--- src/rtl/cpuPkg.sv ---
package cpuPkg;

	// data and address width of the machine
	localparam int WORD_WIDTH = 16;

	// every instruction is one 16-bit word, so sequential flow steps by two bytes
	localparam logic [WORD_WIDTH-1:0] PC_STEP = 16'd2;

	// interrupt entry addresses
	localparam logic [WORD_WIDTH-1:0] INT0_VECTOR = 16'h0008;
	localparam logic [WORD_WIDTH-1:0] INT1_VECTOR = 16'h0010;

	// instruction layout is group[15:14] skip[13:12] jump[11:8] cc[7:6] argA[5:3] argB[2:0]
	localparam logic [1:0] GROUP_JUMP = 2'b10;

	// condition modes held in the skip field
	localparam logic [1:0] SKIP_NONE   = 2'b00;
	localparam logic [1:0] SKIP_IF     = 2'b01;
	localparam logic [1:0] SKIP_IF_NOT = 2'b10;

	// jump kinds, any other code in the jump group means no jump
	localparam logic [3:0] JP_REL_S8  = 4'h1;
	localparam logic [3:0] JP_REL_U8H = 4'h2;
	localparam logic [3:0] JP_ABS_R   = 4'h3;
	localparam logic [3:0] JP_ABS_U8H = 4'h4;
	localparam logic [3:0] JP_RETI    = 4'h5;

	// condition flag select codes
	localparam logic [1:0] CC_Z = 2'd0;
	localparam logic [1:0] CC_C = 2'd1;
	localparam logic [1:0] CC_S = 2'd2;
	localparam logic [1:0] CC_P = 2'd3;

	// ALU B operand source reported to the datapath
	localparam logic [2:0] ALUB_REG_B = 3'd0;
	localparam logic [2:0] ALUB_S8    = 3'd1;
	localparam logic [2:0] ALUB_U8H   = 3'd2;

	// register file port B address source
	localparam logic [1:0] REGB_ARGB = 2'd0;
	localparam logic [1:0] REGB_RB   = 2'd1;

	// one-hot instruction phase levels
	typedef struct packed {
		logic fetch;
		logic decode;
		logic execute;
		logic commit;
	} phaseT;

	// condition codes from the ALU
	typedef struct packed {
		logic sign;
		logic carry;
		logic zero;
		logic parity;
	} ccFlagsT;

	// decoded jump group controls, all zero means no jump and default datapath routing
	typedef struct packed {
		logic       jr;
		logic       jmp;
		logic       ccApply;
		logic       ccInvert;
		logic       retI;
		logic [1:0] ccSelect;
		logic [1:0] regBAddr;
		logic [2:0] aluBSrc;
	} jumpCtrlT;

	// source of the next program counter value
	typedef enum logic [2:0] {
		PC_NEXT_INC,
		PC_NEXT_BRANCH,
		PC_NEXT_INT0,
		PC_NEXT_INT1,
		PC_NEXT_RETI
	} pcNextSelT;

endpackage

--- src/rtl/instructionPhaseDecoder.sv ---
`timescale 1ns/1ps

module instructionPhaseDecoder (
	input  logic          CLK,
	input  logic          rstN,
	output cpuPkg::phaseT phase
);

	// next state of the ring, each phase hands its token to the following one
	cpuPkg::phaseT phaseNext;

	always_comb begin
		// commit wraps back to fetch so the ring never empties
		phaseNext.fetch   = phase.commit;
		phaseNext.decode  = phase.fetch;
		phaseNext.execute = phase.decode;
		phaseNext.commit  = phase.execute;
	end

	// the sequencer runs freely, one phase per clock and four clocks per instruction
	always_ff @(posedge CLK or negedge rstN) begin
		if (!rstN) begin
			// come out of reset at the start of an instruction
			phase.fetch   <= 1'b1;
			phase.decode  <= 1'b0;
			phase.execute <= 1'b0;
			phase.commit  <= 1'b0;
		end else begin
			phase <= phaseNext;
		end
	end

endmodule

--- src/rtl/jumpGroupDecoder.sv ---
`timescale 1ns/1ps

module jumpGroupDecoder (
	input  logic             CLK,
	input  logic             rstN,
	input  logic [15:0]      instruction,
	input  cpuPkg::phaseT    phase,
	output cpuPkg::jumpCtrlT jumpCtrl
);

	// instruction fields used by the jump group
	logic [1:0] groupField;
	logic [1:0] skipField;
	logic [3:0] jumpField;
	logic [1:0] ccField;

	// controls decoded straight from the instruction bus during fetch
	cpuPkg::jumpCtrlT decoded;

	assign groupField = instruction[15:14];
	assign skipField  = instruction[13:12];
	assign jumpField  = instruction[11:8];
	assign ccField    = instruction[7:6];

	always_comb begin
		// the zero pattern is also ALUB_REG_B and REGB_ARGB, which is the quiet routing
		decoded = '0;
		if (groupField == cpuPkg::GROUP_JUMP) begin
			// condition handling applies to the whole group
			decoded.ccSelect = ccField;
			decoded.ccApply  = (skipField != cpuPkg::SKIP_NONE);
			decoded.ccInvert = (skipField == cpuPkg::SKIP_IF_NOT);
			decoded.aluBSrc  = cpuPkg::ALUB_REG_B;
			decoded.regBAddr = cpuPkg::REGB_ARGB;
			case (jumpField)
				cpuPkg::JP_REL_S8: begin
					// signed byte offset, the datapath sign-extends argA:argB
					decoded.jr      = 1'b1;
					decoded.jmp     = 1'b1;
					decoded.aluBSrc = cpuPkg::ALUB_S8;
				end
				cpuPkg::JP_REL_U8H: begin
					// byte goes in the high half over the low byte of RB
					decoded.jr       = 1'b1;
					decoded.jmp      = 1'b1;
					decoded.aluBSrc  = cpuPkg::ALUB_U8H;
					decoded.regBAddr = cpuPkg::REGB_RB;
				end
				cpuPkg::JP_ABS_R: begin
					// target is the register named by argB
					decoded.jmp = 1'b1;
				end
				cpuPkg::JP_ABS_U8H: begin
					decoded.jmp      = 1'b1;
					decoded.aluBSrc  = cpuPkg::ALUB_U8H;
					decoded.regBAddr = cpuPkg::REGB_RB;
				end
				cpuPkg::JP_RETI: begin
					// return is not a branch, the interrupt logic steers it
					decoded.retI = 1'b1;
				end
				default: begin
					// unused jump codes fall through as a plain step
					decoded.jmp = 1'b0;
				end
			endcase
		end
	end

	// capture on the edge that leaves fetch and hold through commit
	always_ff @(posedge CLK or negedge rstN) begin
		if (!rstN) begin
			jumpCtrl <= '0;
		end else if (phase.fetch) begin
			jumpCtrl <= decoded;
		end
	end

endmodule

--- src/rtl/branchLogic.sv ---
`timescale 1ns/1ps

module branchLogic (
	input  cpuPkg::ccFlagsT  ccFlags,
	input  cpuPkg::jumpCtrlT jumpCtrl,
	output logic             taken,
	output logic             relative
);

	// flag picked by the cc field
	logic flag;

	// flag after the optional inversion for the not-skip mode
	logic conditionMet;

	always_comb begin
		flag = 1'b0;
		case (jumpCtrl.ccSelect)
			cpuPkg::CC_Z: flag = ccFlags.zero;
			cpuPkg::CC_C: flag = ccFlags.carry;
			cpuPkg::CC_S: flag = ccFlags.sign;
			cpuPkg::CC_P: flag = ccFlags.parity;
			default:      flag = 1'b0;
		endcase
	end

	assign conditionMet = flag ^ jumpCtrl.ccInvert;

	// an unconditional jump ignores the flags entirely
	assign taken = jumpCtrl.jmp & (~jumpCtrl.ccApply | conditionMet);

	// relative jumps add pcD to the current address, absolute ones load it
	assign relative = jumpCtrl.jr;

endmodule

--- src/rtl/interruptStateMachine.sv ---
`timescale 1ns/1ps

module interruptStateMachine (
	input  logic               CLK,
	input  logic               rstN,
	input  cpuPkg::phaseT      phase,
	input  cpuPkg::jumpCtrlT   jumpCtrl,
	input  logic               taken,
	input  logic               ei,
	input  logic               di,
	input  logic               int0,
	input  logic               int1,
	output cpuPkg::pcNextSelT  pcNextSel,
	output logic               saveReturn
);

	// interrupts accepted when set, driven by ei, di and reti
	logic intEnable;

	// a handler is running and a nested entry is held off
	logic inService;

	// an interrupt is taken at this commit
	logic entry;

	assign entry = phase.commit & intEnable & ~inService & (int0 | int1);

	// a reti overtaken by an entry would have loaded the saved address itself,
	// so leaving that address in place is already the right return point
	assign saveReturn = entry & ~jumpCtrl.retI;

	always_comb begin
		// outside commit the selection is not used, keep it on the step path
		pcNextSel = cpuPkg::PC_NEXT_INC;
		if (phase.commit) begin
			if (entry) begin
				// int0 has the higher priority
				pcNextSel = int0 ? cpuPkg::PC_NEXT_INT0 : cpuPkg::PC_NEXT_INT1;
			end else if (jumpCtrl.retI) begin
				pcNextSel = cpuPkg::PC_NEXT_RETI;
			end else if (taken) begin
				pcNextSel = cpuPkg::PC_NEXT_BRANCH;
			end
		end
	end

	// state moves only at the end of commit
	always_ff @(posedge CLK or negedge rstN) begin
		if (!rstN) begin
			intEnable <= 1'b0;
			inService <= 1'b0;
		end else if (phase.commit) begin
			if (entry) begin
				// entering a handler masks further interrupts until reti
				inService <= 1'b1;
				intEnable <= 1'b0;
			end else if (jumpCtrl.retI) begin
				inService <= 1'b0;
				intEnable <= 1'b1;
			end else if (di) begin
				// di wins when both levels are high
				intEnable <= 1'b0;
			end else if (ei) begin
				intEnable <= 1'b1;
			end
		end
	end

endmodule

--- src/rtl/programCounter.sv ---
`timescale 1ns/1ps

module programCounter (
	input  logic                          CLK,
	input  logic                          rstN,
	input  cpuPkg::phaseT                 phase,
	input  cpuPkg::pcNextSelT             pcNextSel,
	input  logic                          relative,
	input  logic                          taken,
	input  logic                          saveReturn,
	input  logic [cpuPkg::WORD_WIDTH-1:0] pcD,
	output logic [cpuPkg::WORD_WIDTH-1:0] pcA
);

	// address of the following instruction
	logic [cpuPkg::WORD_WIDTH-1:0] incAddr;

	// jump target, relative to pcA or taken as is
	logic [cpuPkg::WORD_WIDTH-1:0] branchAddr;

	// where the program would go if no interrupt cut in
	logic [cpuPkg::WORD_WIDTH-1:0] returnAddr;

	// return point of the running handler
	logic [cpuPkg::WORD_WIDTH-1:0] savedAddr;

	logic [cpuPkg::WORD_WIDTH-1:0] nextAddr;

	assign incAddr    = pcA + cpuPkg::PC_STEP;
	assign branchAddr = relative ? (pcA + pcD) : pcD;
	assign returnAddr = taken ? branchAddr : incAddr;

	always_comb begin
		case (pcNextSel)
			cpuPkg::PC_NEXT_INC:    nextAddr = incAddr;
			cpuPkg::PC_NEXT_BRANCH: nextAddr = branchAddr;
			cpuPkg::PC_NEXT_INT0:   nextAddr = cpuPkg::INT0_VECTOR;
			cpuPkg::PC_NEXT_INT1:   nextAddr = cpuPkg::INT1_VECTOR;
			cpuPkg::PC_NEXT_RETI:   nextAddr = savedAddr;
			default:                nextAddr = incAddr;
		endcase
	end

	// pcA only moves on the edge that ends commit, so it is steady through fetch
	always_ff @(posedge CLK or negedge rstN) begin
		if (!rstN) begin
			pcA       <= '0;
			savedAddr <= '0;
		end else if (phase.commit) begin
			pcA <= nextAddr;
			if (saveReturn) begin
				savedAddr <= returnAddr;
			end
		end
	end

endmodule

--- src/rtl/jumpUnit.sv ---
`timescale 1ns/1ps

module jumpUnit (
	input  logic                          CLK,
	input  logic                          rstN,
	input  logic [15:0]                   instruction,
	input  logic [cpuPkg::WORD_WIDTH-1:0] pcD,
	input  cpuPkg::ccFlagsT               ccFlags,
	input  logic                          ei,
	input  logic                          di,
	input  logic                          int0,
	input  logic                          int1,
	output cpuPkg::phaseT                 phase,
	output cpuPkg::jumpCtrlT              jumpCtrl,
	output logic [cpuPkg::WORD_WIDTH-1:0] pcA
);

	// branch decision for the instruction in commit
	logic taken;
	logic relative;

	// next address source and interrupt entry strobe
	cpuPkg::pcNextSelT pcNextSel;
	logic              saveReturn;

	instructionPhaseDecoder phaseDecoder (
		.CLK   (CLK),
		.rstN  (rstN),
		.phase (phase)
	);

	// jumpCtrl also tells the datapath which operand and register port to use
	jumpGroupDecoder jumpDecoder (
		.CLK         (CLK),
		.rstN        (rstN),
		.instruction (instruction),
		.phase       (phase),
		.jumpCtrl    (jumpCtrl)
	);

	branchLogic branchLogicInst (
		.ccFlags  (ccFlags),
		.jumpCtrl (jumpCtrl),
		.taken    (taken),
		.relative (relative)
	);

	interruptStateMachine interruptStateMachineInst (
		.CLK        (CLK),
		.rstN       (rstN),
		.phase      (phase),
		.jumpCtrl   (jumpCtrl),
		.taken      (taken),
		.ei         (ei),
		.di         (di),
		.int0       (int0),
		.int1       (int1),
		.pcNextSel  (pcNextSel),
		.saveReturn (saveReturn)
	);

	programCounter counter (
		.CLK        (CLK),
		.rstN       (rstN),
		.phase      (phase),
		.pcNextSel  (pcNextSel),
		.relative   (relative),
		.taken      (taken),
		.saveReturn (saveReturn),
		.pcD        (pcD),
		.pcA        (pcA)
	);

endmodule

--- config.mk ---
export PLATFORM = sky130hd
export DESIGN_NAME = jumpUnit
export DESIGN_NICKNAME = d
export VERILOG_FILES = /design/src/rtl/cpuPkg.sv /design/src/rtl/instructionPhaseDecoder.sv /design/src/rtl/jumpGroupDecoder.sv /design/src/rtl/branchLogic.sv /design/src/rtl/interruptStateMachine.sv /design/src/rtl/programCounter.sv /design/src/rtl/jumpUnit.sv
export SDC_FILE = /design/constraint.sdc
export NUM_CORES = 1
export LEC_CHECK = 0
export ABC_AREA = 1
export BUFFER_PORTS_ARGS = -buffer_cell sky130_fd_sc_hd__buf_4
export CORE_UTILIZATION = 40
export CTS_BUF_LIST = sky130_fd_sc_hd__clkbuf_8
export DETAILED_ROUTE_END_ITERATION = 12
export PLACE_DENSITY = 0.65
export REMOVE_ABC_BUFFERS = 1
export SETUP_SLACK_MARGIN = 0.5
export SLEW_MARGIN = 20
export SYNTH_ARGS = -nofsm -noshare
export SYNTH_HDL_FRONTEND = slang
export SYNTH_SLANG_ARGS = --single-unit
--- constraint.sdc ---
create_clock -name CLK -period 2.5 [get_ports CLK]
set_input_delay 0.25 -clock CLK [delete_from_list [all_inputs] [get_ports CLK]]
set_output_delay 0.25 -clock CLK [all_outputs]
set_load 0.01 [all_outputs]
==> impl_metrics.toml <==
[finish]
syn_to_final_growth_pct = 27.4
finalInstanceArea_sq_mm = 0.00491
fin_nets = 749
drive_above_1_share_pct = 24.2
diodes = 0

[floorplan]
num_io_pins = 74
die_x_um = 100
start_util_pct = 41.5
std_cell_rows = 35
fp.coreArea_sq_mm = 0.00928
die-area_sq_mm = 0.0100
die_y_um = 100

[synth]
syn-cell-area_sq_mm = 0.00386
ys_ff_latch = 47
synth_edf_count = 0
synth_top_area_share_pct = 29.9
seq_area_frac_synth_pct = 30.5
yosysUniqueCellTypes = 38
ys_top_cells_by_count = "nand2_1, inv_1, nor2_1"
yosys-top-cells-area = "dfrtp_1, nand2_1, inv_1"
synth_flop_cell = "dfrtp_1"
postSynthCellCount = 612
ys_async_sr_fraction_pct = 100
synth.most_common_cell = "nand2_1"
yosysWarnings = 0
synth.avg_cell_area_sq_um = 6.30
yosysTopAreaCell = "dfrtp_1"

[power_and_ir_drop]
p_leak_nw = 2.76
power_density_mw_per_mm2 = 312
ir_drop_v = 0.000213

[global_route]
grt_pass1_wl_um = 17800
first_global_vias = 3780
grtUsageTotal_pct = 22.4
antenna_found_initial = 0
overflow = 0
grt_max_degree = 48

[clocking]
htree_levels = 2
clock-sinks = 47
cts_tree = "built"
cts-root-buf = "clkbuf_8"
cts.clk_slew.worst_paths_ns = 0.10
clock_tree.buffer_depth = 2
clk_latency_ns = 0.31
cts_made_buffers = 5

[detailed_routing]
firstDrtPassIters = 4
post_drt_via_cell_ratio = 4.94
wire_per_inst_um = 13.6
wirelength_um = 11100
ant_nets = 0
drt_iter0_drc = 269
vias = 4048
post-route-drc-count = 0

[sta]
final.min_clock_period_ns = 2.02
tns_ns = 0
skew_ns = 0.00590
finalMaxSlewViolations = 0
whs_ns = 0.139
setup_viol = 0
rsz0062_at_grt = "yes"
fmax_mhz = 494
slew-limit-headroom_pct = 59.6
fin_crit_sh_pct = 80.9
finalHoldViolations = 0
worst_slew_pin_slew_ns = 0.606

[place]
dpl-instance-area_sq_mm = 0.00447
dp_hpwl_um = 8120
port_buffers = 65
gp_congestion = 0.871

[critical_path]
cp_data_required_time_ns = 2.71
criticalPathCategory = "reg -> reg"
cp_cell_sequence = "ha_4 > fa_2 > buf_4 > nand2_1 > nand3_2 > nand2_2 > nand2_1 > nand2_1 > nand3_2 > nand2_2 > nand2_1 > nand2_1 > nand2_1"
cp_common_cell = "nand2_1"
cp_slowest_cell = "dfrtp_1"
crit_fanout = 3
crit_path_end_kind = "flop"
start_kind = "flop"
critPathArrivalTime_ns = 2.23
critPathMaxStageDelay_ns = 0.43

[min_path]
hold_path_class = "in -> reg"

[job]
drv_cap = 0

[run_status]
status = "complete, no violations"
==> worst paths after layout <==
check	startpoint	endpoint	slack (ns)	cells after the start
setup / recovery	counter.pcA[0]	counter.savedAddr[14]	0.48	13
hold / removal	instruction[7]	jumpDecoder.jumpCtrl[6]	0.14	3
setup reg to reg	counter.pcA[0]	counter.savedAddr[14]	0.48	13
hold reg to reg	phaseDecoder.phase[2]	phaseDecoder.phase[1]	0.39	0
max in group asynchronous	rstN	counter.pcA[5]	1.56	2
min in group asynchronous	rstN	counter.pcA[15]	0.50	2
==> stage by stage <==
stage,utilization (%),cells,power (W),setup WS [ns]
after detailed placement,48.1,798,0.00102,0.344
after global placement,48.1,798,0.00102,0.370
after CTS,50.0,809,0.00151,0.490
final,52.9,820,0.00153,0.476
after floorplan,-,597,0.000914,0.349
after global routing,52.9,820,0.00162,0.380
==> area by class of cell <==
type / instances / area [sq um]
fillers: 930 / 4370
multi-input cells: 455 / 2460
flip-flops and latches: 47 / 1190
repair buffers: 86 / 648
inverters: 95 / 359
well taps: 129 / 161
clock buffers: 5 / 68.8
clock inverters: 3 / 22.5
==> repair_timing <==
item                       CTS  global route
hold endpoints to repair    46             0
pin swaps                    3            10
setup endpoints to repair   14            27
resized for setup           11            47
hold buffers                 1             0
buffers inserted             2            11
==> metal layers <==
metal / global-route usage [%] / share of wire (%) / routed length [um]
met1: 30.1 / 45 / 5010
met2: 37.2 / 47 / 5210
met3: 2.92 / 6.3 / 698
met4: 7.36 / 2.0 / 223
met5: 0 / 0 / 0
==> state kept, by name, summed over array words and instances (netlist names) <==
register	cells
interruptStateMachineInst.intEnable	1
phaseDecoder.phase	4
counter.savedAddr	16
counter.pcA	16
jumpDecoder.jumpCtrl	9
interruptStateMachineInst.inService	1
==> logic make-up (layout without fill, tap and decap cells) <==
family	Yosys count	count (layout)	share of synthesized area (%)
adders and majority gates	17	17	5.71
buffers and inverters	111	189	11.6
and+or+nand+nor	340	340	36.8
other	1	2	0.0972
AOI/OAI and AO/OA	78	78	11.0
xor gates and xnor gates	15	15	3.41
DFF	47	47	30.5
muxes	3	3	0.779
==> cells in the final DEF, fill, tap and decap left out, drive strengths merged, types with 6 or more instances in the layout <==
cell type / n
xor2: 15
or2: 10
inv: 96
a21oi: 29
o21ai: 31
buf: 85
dfrtp: 46
nand3: 48
nor2: 54
o22ai: 6
nand2: 214
ha: 16
==> critical path: cells and delay by family (launching register included) <==
| kind | cells | cell delay [ns] |
|---|---|---|
| adders and majority gates | 2 | 0.55 |
| DFF | 1 | 0.43 |
| and+or+nand+nor | 10 | 0.80 |
| buffers and inverters | 1 | 0.15 |
==> power breakdown <==
group	switching, W	total, W	internal [W]	leakage, nW
Clock	0.000283	0.000486	0.000203	0.0489
Combinational	0.000166	0.000287	0.000122	2.23
Sequential	0	0.000760	0.000760	0.483
Total	0.000449	0.00153	0.00108	2.76
(Power assumes the default switching activity.)
